`src/mem_subsys_pkg.sv`:
```
// memory subsystem package: geometry, request and response structs, cache controller state
`default_nettype none

package mem_subsys_pkg;

    // ~~~~~~~~~~~~~~~~~~~~~~~~~~~~~~~~~~~~~~~~~~~~~~~~~~~~~~~~~~~~~~~~~~~~~~~~~~~~
    // geometry
    // ~~~~~~~~~~~~~~~~~~~~~~~~~~~~~~~~~~~~~~~~~~~~~~~~~~~~~~~~~~~~~~~~~~~~~~~~~~~~
    localparam int ADDR_W = 32;                        // core address width.
    localparam int MEM_AW = 19;                        // 512 KB of memory.
    localparam int LINES  = 16;                        // lines per cache.
    localparam int IDX_W  = $clog2(LINES);             // index at bits [5:2].
    localparam int TAG_W  = MEM_AW - IDX_W - 2;        // tag at bits [18:6].

    // data window select bits, checked in this order
    localparam int DCACHE_BIT   = 30;
    localparam int TIMER_BIT    = 28;
    localparam int UNCACHED_BIT = 29;

    // ~~~~~~~~~~~~~~~~~~~~~~~~~~~~~~~~~~~~~~~~~~~~~~~~~~~~~~~~~~~~~~~~~~~~~~~~~~~~
    // request and response bundles
    // ~~~~~~~~~~~~~~~~~~~~~~~~~~~~~~~~~~~~~~~~~~~~~~~~~~~~~~~~~~~~~~~~~~~~~~~~~~~~

    // core data request, zero strobes is a read.
    typedef struct packed {
        logic              sel;
        logic [ADDR_W-1:0] addr;
        logic [31:0]       wdata;
        logic [3:0]        wstrb;
    } data_req_t;

    // one requester's view of the memory port.
    typedef struct packed {
        logic              valid;
        logic [MEM_AW-1:0] addr;
        logic [31:0]       wdata;
        logic [3:0]        wstrb;
    } mem_req_t;

    typedef struct packed {
        logic        ready;
        logic [31:0] rdata;
    } mem_rsp_t;

    // cache controller state.
    typedef enum logic [1:0] {
        IDLE,
        FILL,
        WRITE
    } fill_state_e;

endpackage

`default_nettype wire

```
`src/cycle_timer.sv`:
```
// cycle timer: free-running 32-bit counter of clock edges since reset
`timescale 1ns/1ps
`default_nettype none

module cycle_timer (
    input  wire logic        clk_i,
    input  wire logic        rst_n_i,
    output logic [31:0]      count_o
);

    logic [31:0] count_q;

    // wraps at 2^32.
    always_ff @(posedge clk_i) begin
        if (!rst_n_i) begin
            count_q <= '0;
        end else begin
            count_q <= count_q + 32'd1;
        end
    end

    assign count_o = count_q;

endmodule

`default_nettype wire

```
`src/icache.sv`:
```
// instruction cache: direct-mapped, read-only, refills one word per miss through the arbiter
`timescale 1ns/1ps
`default_nettype none

module icache
    import mem_subsys_pkg::*;
(
    input  wire logic              clk_i,
    input  wire logic              rst_n_i,
    input  wire logic [ADDR_W-1:0] fetch_addr_i,
    output logic [31:0]            fetch_data_o,
    output logic                   fetch_stall_o,
    output mem_req_t               mem_req_o,
    input  wire mem_rsp_t          mem_rsp_i
);

    logic [TAG_W-1:0]  tag_q [LINES];
    logic [31:0]       data_q [LINES];
    logic [LINES-1:0]  valid_q;
    fill_state_e       state_q;
    logic [MEM_AW-1:2] fill_addr_q;

    logic [IDX_W-1:0]  idx;
    logic [IDX_W-1:0]  fill_idx;
    logic [TAG_W-1:0]  tag;
    logic              hit;

    // ~~~~~~~~~~~~~~~~~~~~~~~~~~~~~~~~~~~~~~~~~~~~~~~~~~~~~~~~~~~~~~~~~~~~~~~~~~~~
    // lookup
    // ~~~~~~~~~~~~~~~~~~~~~~~~~~~~~~~~~~~~~~~~~~~~~~~~~~~~~~~~~~~~~~~~~~~~~~~~~~~~
    assign idx      = fetch_addr_i[IDX_W+1:2];
    assign tag      = fetch_addr_i[MEM_AW-1:IDX_W+2];
    assign hit      = valid_q[idx] && (tag_q[idx] == tag);
    assign fill_idx = fill_addr_q[IDX_W+1:2];

    assign fetch_data_o  = data_q[idx];
    assign fetch_stall_o = !hit || (state_q != IDLE);  // drops the cycle after refill.

    // ~~~~~~~~~~~~~~~~~~~~~~~~~~~~~~~~~~~~~~~~~~~~~~~~~~~~~~~~~~~~~~~~~~~~~~~~~~~~
    // refill control
    // ~~~~~~~~~~~~~~~~~~~~~~~~~~~~~~~~~~~~~~~~~~~~~~~~~~~~~~~~~~~~~~~~~~~~~~~~~~~~
    always_ff @(posedge clk_i) begin
        if (!rst_n_i) begin
            state_q <= IDLE;
            valid_q <= '0;
        end else begin
            case (state_q)
                IDLE: begin
                    if (!hit) begin
                        state_q <= FILL;
                    end
                end
                FILL: begin
                    if (mem_rsp_i.ready) begin
                        state_q           <= IDLE;
                        valid_q[fill_idx] <= 1'b1;
                    end
                end
                default: state_q <= IDLE;
            endcase
        end
    end

    always_ff @(posedge clk_i) begin
        if (state_q == IDLE) begin
            fill_addr_q <= fetch_addr_i[MEM_AW-1:2];  // held for the whole refill.
        end
        if ((state_q == FILL) && mem_rsp_i.ready) begin
            tag_q[fill_idx]  <= fill_addr_q[MEM_AW-1:IDX_W+2];
            data_q[fill_idx] <= mem_rsp_i.rdata;
        end
    end

    always_comb begin
        mem_req_o       = '0;
        mem_req_o.valid = (state_q == FILL);
        mem_req_o.addr  = {fill_addr_q, 2'b00};
    end

endmodule

`default_nettype wire

```
`src/dcache.sv`:
```
// data cache: direct-mapped, write-through, no allocate on write miss, strobed write hits
`timescale 1ns/1ps
`default_nettype none

module dcache
    import mem_subsys_pkg::*;
(
    input  wire logic        clk_i,
    input  wire logic        rst_n_i,
    input  wire data_req_t   req_i,
    output logic [31:0]      rdata_o,
    output logic             stall_o,
    output mem_req_t         mem_req_o,
    input  wire mem_rsp_t    mem_rsp_i
);

    logic [TAG_W-1:0]  tag_q [LINES];
    logic [31:0]       data_q [LINES];
    logic [LINES-1:0]  valid_q;
    fill_state_e       state_q;
    data_req_t         pend_q;

    logic [ADDR_W-1:0] lk_addr;
    logic [IDX_W-1:0]  idx;
    logic [TAG_W-1:0]  tag;
    logic              hit;
    logic              is_wr;

    // ~~~~~~~~~~~~~~~~~~~~~~~~~~~~~~~~~~~~~~~~~~~~~~~~~~~~~~~~~~~~~~~~~~~~~~~~~~~~
    // lookup
    // ~~~~~~~~~~~~~~~~~~~~~~~~~~~~~~~~~~~~~~~~~~~~~~~~~~~~~~~~~~~~~~~~~~~~~~~~~~~~
    assign lk_addr = (state_q == IDLE) ? req_i.addr : pend_q.addr;
    assign idx     = lk_addr[IDX_W+1:2];
    assign tag     = lk_addr[MEM_AW-1:IDX_W+2];
    assign hit     = valid_q[idx] && (tag_q[idx] == tag);
    assign is_wr   = (req_i.wstrb != 4'b0000);

    assign rdata_o = data_q[idx];

    always_comb begin
        case (state_q)
            IDLE:    stall_o = req_i.sel && (is_wr || !hit);
            WRITE:   stall_o = !mem_rsp_i.ready;  // write completes on ready.
            default: stall_o = 1'b1;              // refill, release next cycle.
        endcase
    end

    // ~~~~~~~~~~~~~~~~~~~~~~~~~~~~~~~~~~~~~~~~~~~~~~~~~~~~~~~~~~~~~~~~~~~~~~~~~~~~
    // controller
    // ~~~~~~~~~~~~~~~~~~~~~~~~~~~~~~~~~~~~~~~~~~~~~~~~~~~~~~~~~~~~~~~~~~~~~~~~~~~~
    always_ff @(posedge clk_i) begin
        if (!rst_n_i) begin
            state_q <= IDLE;
            valid_q <= '0;
        end else begin
            case (state_q)
                IDLE: begin
                    if (req_i.sel && is_wr) begin
                        state_q <= WRITE;
                    end else if (req_i.sel && !hit) begin
                        state_q <= FILL;
                    end
                end
                FILL: begin
                    if (mem_rsp_i.ready) begin
                        state_q      <= IDLE;
                        valid_q[idx] <= 1'b1;
                    end
                end
                WRITE: begin
                    if (mem_rsp_i.ready) begin
                        state_q <= IDLE;
                    end
                end
                default: state_q <= IDLE;
            endcase
        end
    end

    always_ff @(posedge clk_i) begin
        if (state_q == IDLE) begin
            pend_q <= req_i;
        end
        if ((state_q == FILL) && mem_rsp_i.ready) begin
            tag_q[idx]  <= tag;
            data_q[idx] <= mem_rsp_i.rdata;
        end
        // write hit merges the enabled bytes; a miss leaves the line alone.
        if ((state_q == WRITE) && mem_rsp_i.ready && hit) begin
            for (int b = 0; b < 4; b++) begin
                if (pend_q.wstrb[b]) begin
                    data_q[idx][8*b +: 8] <= pend_q.wdata[8*b +: 8];
                end
            end
        end
    end

    always_comb begin
        mem_req_o       = '0;
        mem_req_o.valid = (state_q != IDLE);
        mem_req_o.addr  = {pend_q.addr[MEM_AW-1:2], 2'b00};
        mem_req_o.wdata = pend_q.wdata;
        mem_req_o.wstrb = pend_q.wstrb;  // zero on a refill.
    end

endmodule

`default_nettype wire

```
`src/data_router.sv`:
```
// data router: splits core data accesses into cached, uncached and timer windows
`timescale 1ns/1ps
`default_nettype none

module data_router
    import mem_subsys_pkg::*;
(
    input  wire data_req_t    data_req_i,
    output logic [31:0]       data_rdata_o,
    output logic              data_stall_o,
    output data_req_t         dc_req_o,
    input  wire logic [31:0]  dc_rdata_i,
    input  wire logic         dc_stall_i,
    output mem_req_t          uc_req_o,
    input  wire mem_rsp_t     uc_rsp_i,
    input  wire logic [31:0]  tmr_rdata_i
);

    logic win_dc;
    logic win_tmr;
    logic win_uc;

    // cached window wins, then timer, then uncached.
    assign win_dc  = data_req_i.addr[DCACHE_BIT];
    assign win_tmr = !win_dc && data_req_i.addr[TIMER_BIT];
    assign win_uc  = !win_dc && !data_req_i.addr[TIMER_BIT] && data_req_i.addr[UNCACHED_BIT];

    always_comb begin
        dc_req_o     = data_req_i;
        dc_req_o.sel = data_req_i.sel && win_dc;
    end

    // uncached accesses go straight to the arbiter.
    always_comb begin
        uc_req_o.valid = data_req_i.sel && win_uc;
        uc_req_o.addr  = data_req_i.addr[MEM_AW-1:0];
        uc_req_o.wdata = data_req_i.wdata;
        uc_req_o.wstrb = data_req_i.wstrb;
    end

    always_comb begin
        data_rdata_o = '0;  // unmapped reads return zero.
        data_stall_o = 1'b0;
        if (win_dc) begin
            data_rdata_o = dc_rdata_i;
            data_stall_o = dc_stall_i;
        end else if (win_tmr) begin
            data_rdata_o = tmr_rdata_i;
        end else if (win_uc) begin
            data_rdata_o = uc_rsp_i.rdata;
            data_stall_o = data_req_i.sel && !uc_rsp_i.ready;
        end
    end

endmodule

`default_nettype wire

```
`src/mem_arbiter.sv`:
```
// memory arbiter: fixed priority dcache, uncached, icache, grant held until ready
`timescale 1ns/1ps
`default_nettype none

module mem_arbiter
    import mem_subsys_pkg::*;
(
    input  wire logic      clk_i,
    input  wire logic      rst_n_i,
    input  wire mem_req_t  dc_req_i,
    output mem_rsp_t       dc_rsp_o,
    input  wire mem_req_t  uc_req_i,
    output mem_rsp_t       uc_rsp_o,
    input  wire mem_req_t  ic_req_i,
    output mem_rsp_t       ic_rsp_o,
    output mem_req_t       mem_req_o,
    input  wire mem_rsp_t  mem_rsp_i
);

    // one-hot grants. bit 0 dcache, bit 1 uncached, bit 2 icache.
    logic [2:0] gnt_q;
    logic [2:0] gnt_new;
    logic [2:0] gnt;

    always_comb begin
        gnt_new = 3'b000;
        if (dc_req_i.valid) begin
            gnt_new = 3'b001;
        end else if (uc_req_i.valid) begin
            gnt_new = 3'b010;
        end else if (ic_req_i.valid) begin
            gnt_new = 3'b100;
        end
    end

    // a held grant keeps the port until its ready.
    assign gnt = (gnt_q != 3'b000) ? gnt_q : gnt_new;

    always_ff @(posedge clk_i) begin
        if (!rst_n_i) begin
            gnt_q <= 3'b000;
        end else if (mem_rsp_i.ready) begin
            gnt_q <= 3'b000;
        end else if (gnt_q == 3'b000) begin
            gnt_q <= gnt_new;
        end
    end

    // ~~~~~~~~~~~~~~~~~~~~~~~~~~~~~~~~~~~~~~~~~~~~~~~~~~~~~~~~~~~~~~~~~~~~~~~~~~~~
    // port mux
    // ~~~~~~~~~~~~~~~~~~~~~~~~~~~~~~~~~~~~~~~~~~~~~~~~~~~~~~~~~~~~~~~~~~~~~~~~~~~~
    always_comb begin
        mem_req_o = '0;  // valid low when nobody is granted.
        if (gnt[0]) begin
            mem_req_o = dc_req_i;
        end else if (gnt[1]) begin
            mem_req_o = uc_req_i;
        end else if (gnt[2]) begin
            mem_req_o = ic_req_i;
        end
    end

    always_comb begin
        dc_rsp_o.rdata = mem_rsp_i.rdata;
        uc_rsp_o.rdata = mem_rsp_i.rdata;
        ic_rsp_o.rdata = mem_rsp_i.rdata;
        dc_rsp_o.ready = gnt[0] && mem_rsp_i.ready;
        uc_rsp_o.ready = gnt[1] && mem_rsp_i.ready;
        ic_rsp_o.ready = gnt[2] && mem_rsp_i.ready;
    end

endmodule

`default_nettype wire

```
`src/mem_subsys_top.sv`:
```
// memory subsystem top: caches, data router, cycle timer and memory arbiter
`timescale 1ns/1ps
`default_nettype none

module mem_subsys_top
    import mem_subsys_pkg::*;
(
    input  wire logic              clk_i,
    input  wire logic              rst_n_i,
    input  wire logic [ADDR_W-1:0] ifetch_addr_i,
    output logic [31:0]            ifetch_data_o,
    output logic                   ifetch_stall_o,
    input  wire data_req_t         data_req_i,
    output logic [31:0]            data_rdata_o,
    output logic                   data_stall_o,
    output mem_req_t               mem_req_o,
    input  wire mem_rsp_t          mem_rsp_i
);

    data_req_t   dc_req;
    logic [31:0] dc_rdata;
    logic        dc_stall;
    logic [31:0] tmr_count;

    mem_req_t    ic_mem_req;
    mem_req_t    dc_mem_req;
    mem_req_t    uc_mem_req;
    mem_rsp_t    ic_mem_rsp;
    mem_rsp_t    dc_mem_rsp;
    mem_rsp_t    uc_mem_rsp;

    // ~~~~~~~~~~~~~~~~~~~~~~~~~~~~~~~~~~~~~~~~~~~~~~~~~~~~~~~~~~~~~~~~~~~~~~~~~~~~
    // fetch side
    // ~~~~~~~~~~~~~~~~~~~~~~~~~~~~~~~~~~~~~~~~~~~~~~~~~~~~~~~~~~~~~~~~~~~~~~~~~~~~
    icache i_icache (
        .clk_i         (clk_i),
        .rst_n_i       (rst_n_i),
        .fetch_addr_i  (ifetch_addr_i),
        .fetch_data_o  (ifetch_data_o),
        .fetch_stall_o (ifetch_stall_o),
        .mem_req_o     (ic_mem_req),
        .mem_rsp_i     (ic_mem_rsp)
    );

    // ~~~~~~~~~~~~~~~~~~~~~~~~~~~~~~~~~~~~~~~~~~~~~~~~~~~~~~~~~~~~~~~~~~~~~~~~~~~~
    // data side
    // ~~~~~~~~~~~~~~~~~~~~~~~~~~~~~~~~~~~~~~~~~~~~~~~~~~~~~~~~~~~~~~~~~~~~~~~~~~~~
    data_router i_data_router (
        .data_req_i   (data_req_i),
        .data_rdata_o (data_rdata_o),
        .data_stall_o (data_stall_o),
        .dc_req_o     (dc_req),
        .dc_rdata_i   (dc_rdata),
        .dc_stall_i   (dc_stall),
        .uc_req_o     (uc_mem_req),
        .uc_rsp_i     (uc_mem_rsp),
        .tmr_rdata_i  (tmr_count)
    );

    dcache i_dcache (
        .clk_i     (clk_i),
        .rst_n_i   (rst_n_i),
        .req_i     (dc_req),
        .rdata_o   (dc_rdata),
        .stall_o   (dc_stall),
        .mem_req_o (dc_mem_req),
        .mem_rsp_i (dc_mem_rsp)
    );

    cycle_timer i_cycle_timer (
        .clk_i   (clk_i),
        .rst_n_i (rst_n_i),
        .count_o (tmr_count)
    );

    mem_arbiter i_mem_arbiter (
        .clk_i     (clk_i),
        .rst_n_i   (rst_n_i),
        .dc_req_i  (dc_mem_req),
        .dc_rsp_o  (dc_mem_rsp),
        .uc_req_i  (uc_mem_req),
        .uc_rsp_o  (uc_mem_rsp),
        .ic_req_i  (ic_mem_req),
        .ic_rsp_o  (ic_mem_rsp),
        .mem_req_o (mem_req_o),
        .mem_rsp_i (mem_rsp_i)
    );

endmodule

`default_nettype wire

```
`config.mk`:
```
export PLATFORM = sky130hd
export DESIGN_NAME = mem_subsys_top
export DESIGN_NICKNAME = d
export VERILOG_FILES = /design/src/mem_subsys_pkg.sv /design/src/cycle_timer.sv /design/src/icache.sv /design/src/dcache.sv /design/src/data_router.sv /design/src/mem_arbiter.sv /design/src/mem_subsys_top.sv
export SDC_FILE = /design/constraint.sdc
export NUM_CORES = 2
export LEC_CHECK = 0
export BUFFER_PORTS_ARGS = -buffer_cell sky130_fd_sc_hd__buf_2
export CORE_MARGIN = 4
export CORE_UTILIZATION = 29
export CTS_CLUSTER_DIAMETER = 80
export CTS_CLUSTER_SIZE = 12
export DETAILED_ROUTE_END_ITERATION = 7
export PLACE_DENSITY_LB_ADDON = 0.08
export SKIP_CTS_REPAIR_TIMING = 1
export SLEW_MARGIN = 15
export SYNTH_ARGS = -nofsm -noshare
export SYNTH_HDL_FRONTEND = slang
export SYNTH_SLANG_ARGS = --single-unit
```
`constraint.sdc`:
```
create_clock -name clk_i -period 21.3 [get_ports clk_i]
set_input_delay 4.26 -clock clk_i [delete_from_list [all_inputs] [get_ports clk_i]]
set_output_delay 4.26 -clock clk_i [all_outputs]
set_load 0.1 [all_outputs]
```
==> summary.md <==
| Metric | Value |
|---|---|
| Status | `finished, final reports clean` |
| Clock tree from TritonCTS | `yes` |
| Mapped Nets | `3680` |
| DRC | `0` |
| Synth Cell Area | `0.0644 mm2` |
| Main flop type after synthesis | `edfxtp_1` |
| Met1 wire length | `89400 um` |
| WP data required | `17.04 ns` |
| DR iter-0 viols | `2849` |
| First-pass GRT wire length | `282000 um` |
| Synth top area share | `70.4%` |
| Final hold vios | `0` |
| CP Capture Type | `output port` |
| Core Region | `0.220 mm2` |
| Synth area leader | `edfxtp_1` |
| Worst-case reg-to-reg path depth | `12` |
| Unique masters post-synth | `60` |
| Final nets | `3922` |
| CTS clk-pin slew, worst paths | `0.06 ns` |
| Met2 wire length | `101000 um` |
| Detail Route Antenna Nets | `0` |
| WL met3 | `7120 um` |
| FP Rows | `172` |
| Final setup TNS | `0 ns` |
| Final core occ | `33.4%` |
| Synthesized netlist cell count | `3540` |
| Synthesized flop and latch total | `1580` |
| Die extent in x | `479 um` |
| Top-Level Pins | `258` |
| Placed cell count | `6584` |
| Hold_ws | `0.461 ns` |
| Max Used Layer | `met4` |
| Initial Util | `29.2%` |
| WL per Instance | `29.5 um` |
| Post-synth ARST share | `0%` |
| Skew-Pair Late Insertion Delay | `0.79 ns` |
| Vias in the first global route | `35400` |
| CP max FO | `51` |
| Pins Over Slew Limit | `0` |
| Die area | `0.230 mm2` |
| FF-to-FF setup slack | `13.88 ns` |
| Worst Tran Pin Value | `1.21 ns` |
| Total power | `6.68 mW` |
| Die H | `479 um` |
| Crit path kind | `in2out` |
| Worst clock skew | `0.0256 ns` |
| Synth warn | `0` |
| Grt total ovfl | `0` |
| Arrival time at the worst endpoint | `8.58 ns` |
| Layout cell share with drive strength beyond 1 | `25.4%` |
| Most common cell after layout, fill and taps aside | `edfxtp_1` |
| Final setup margin | `8.46 ns` |
| Post-synth EDFFs | `1510` |
| Largest net degree at the start of global routing | `187` |
| Max-cap check violation count | `0` |
| Hold Crit Class | `reg2reg` |
| GRT Overall Usage | `17.2%` |
| Port Buf Inserts | `232` |
| Routed WL | `201000 um` |
| Synth top area cells | `edfxtp_1 (70%), mux4_2 (13%), dfxtp_1 (2.2%)` |
| Power per cell area | `90.7 mW/mm2` |
| RR Endpoint | `i_dcache.data_q[9][3]$_DFFE_PP_` |
| TritonCTS Buffers | `151` |
| Hold path start | `i_dcache.valid_q[0]$_SDFFE_PN0P_` |
| VDD IR-drop max | `71.7 uV` |
| Upper clock frequency limit | `77.9 MHz` |
| Post-synthesis sequential area ratio | `72.6%` |
| DR vias | `34600` |
| Commonest cells after routing, fill and taps aside | `edfxtp_1 (1510), mux4_2 (364), buf_2 (226)` |
| Final setup vio count | `0` |
| Hold Path Sink | `i_dcache.valid_q[0]$_SDFFE_PN0P_` |
| Pleak | `23.0 nW` |
| Vias per cell | `5.07` |
| Layout Area Growth over Synthesis | `14.3%` |
| Final Instance Count excl. Fillers | `6829` |
| CP startpoint kind | `primary input` |
| CTS Buffer Depth | `3` |
| Worst r2r src | `i_dcache.state_q[1]$_SDFFE_PN0P_` |
| Clk sink count | `1580` |
| Hold path depth | `1` |
| Fin crit period | `12.84 ns` |
| Initial antenna violation count | `30` |
| CTS root buf | `clkbuf_16` |
| Post-route cell area | `0.0736 mm2` |
| Initial DRT Pass Iterations | `5` |
| Placed inst area | `0.0692 mm2` |
| Final HPWL DP | `118000 um` |
| Place WS | `8.13 ns` |
| Synthesized area per cell | `18.2 um2` |
| Routability cong. | `0.736` |
| CTS H-tree depth | `4` |
| Fin crit share | `60.3%` |
| Slew headroom | `19.4%` |
| Unrepaired setup endpoints after global routing | `false` |
how the worst max path moves through the flow:
stage               slack [ns]      startpoint          endpoint  cells after the start
detailed placement        8.13  data_req_i[39]      data_stall_o                     11
floorplan                 9.21  data_req_i[38]  data_rdata_o[30]                      7
finish                    8.46  data_req_i[39]      data_stall_o                     11
CTS                       8.12  data_req_i[39]      data_stall_o                     11
global route              8.30  data_req_i[39]      data_stall_o                     11
global placement          8.19  data_req_i[39]      data_stall_o                     11
power breakdown:
group          switching, mW  total, mW  internal [mW]
logic                  0.521      0.700          0.178
clock network           1.17       2.53           1.36
registers             0.0257       3.45           3.43
total                   1.71       6.68           4.97
metal layers:
layer	GRT usage, %	vias to the layer above
met4	4.28	0
li1	-	15000
met1	23.4	18600
met5	0	-
met2	29.3	800
met3	2.26	237
state kept, by name (all words and copies together), names as in the netlist:
| signal | count |
|---|---|
| i_cycle_timer.count_o | 32 |
| i_dcache.data_q | 512 |
| i_dcache.mem_req_o | 53 |
| i_dcache.state_q | 2 |
| i_dcache.tag_q | 208 |
| i_dcache.valid_q | 16 |
| i_icache.data_q | 512 |
| i_icache.fill_addr_q | 17 |
| i_icache.state_q | 1 |
| i_icache.tag_q | 208 |
| i_icache.valid_q | 16 |
| i_mem_arbiter.gnt_q | 3 |
cell usage after synthesis, types with 12 or more instances:
library cell and number:
mux2_2 36, edfxtp_1 1510, o21a_1 32, buf_6 14, a22oi_1 114, nor2b_1 45
clkbuf_1 117, a32oi_1 39, a221oi_1 49, inv_1 91, a41oi_1 38, nor4b_1 46
nor4_1 55, buf_4 13, o22ai_1 12, nand2_1 117, nand3_1 52, a21oi_1 114
xnor2_1 42, buf_2 70, mux4_2 364, nand4_1 13, and2_1 29, buf_1 46
nor2_1 218, a31oi_1 78, dfxtp_1 70
cell type report:
| cell class | count | area [um2] |
|---|---|---|
| Clock inverter | 16 | 165 |
| Sequential cell | 1580 | 46700 |
| Clock buffer | 217 | 4150 |
| Multi-Input combinational cell | 1609 | 16400 |
| Antenna cell | 9 | 22.5 |
| Inverter | 91 | 342 |
| Timing Repair Buffer | 349 | 2100 |
| Tap cell | 2958 | 3700 |
| Fill cell | 21100 | 147000 |
critical path, stage by stage:
cell       delay (ns)
buf_2            0.24
and2_4           0.38
buf_4            0.40
a32oi_1          0.30
a41oi_1          0.21
a2111oi_1        0.77
xor2_1           0.24
a2111oi_4        0.58
nand4_1          0.34
a221o_1          0.47
buf_2            0.32
kinds of logic (layout without fill, tap and decap cells):
kind of cell / count (synthesis) / count (layout) / synth area share (%)
compound gates: 522 / 522 / 5.81
simple gates: 621 / 621 / 4.85
xor+xnor: 51 / 51 / 0.694
flops: 1580 / 1580 / 72.6
other cells: 0 / 9 / 0
buf+inv: 351 / 673 / 2.42
fa+ha+maj: 4 / 4 / 0.0777
mux: 411 / 411 / 13.6
No activity file was read; power rests on OpenSTA's default activity.
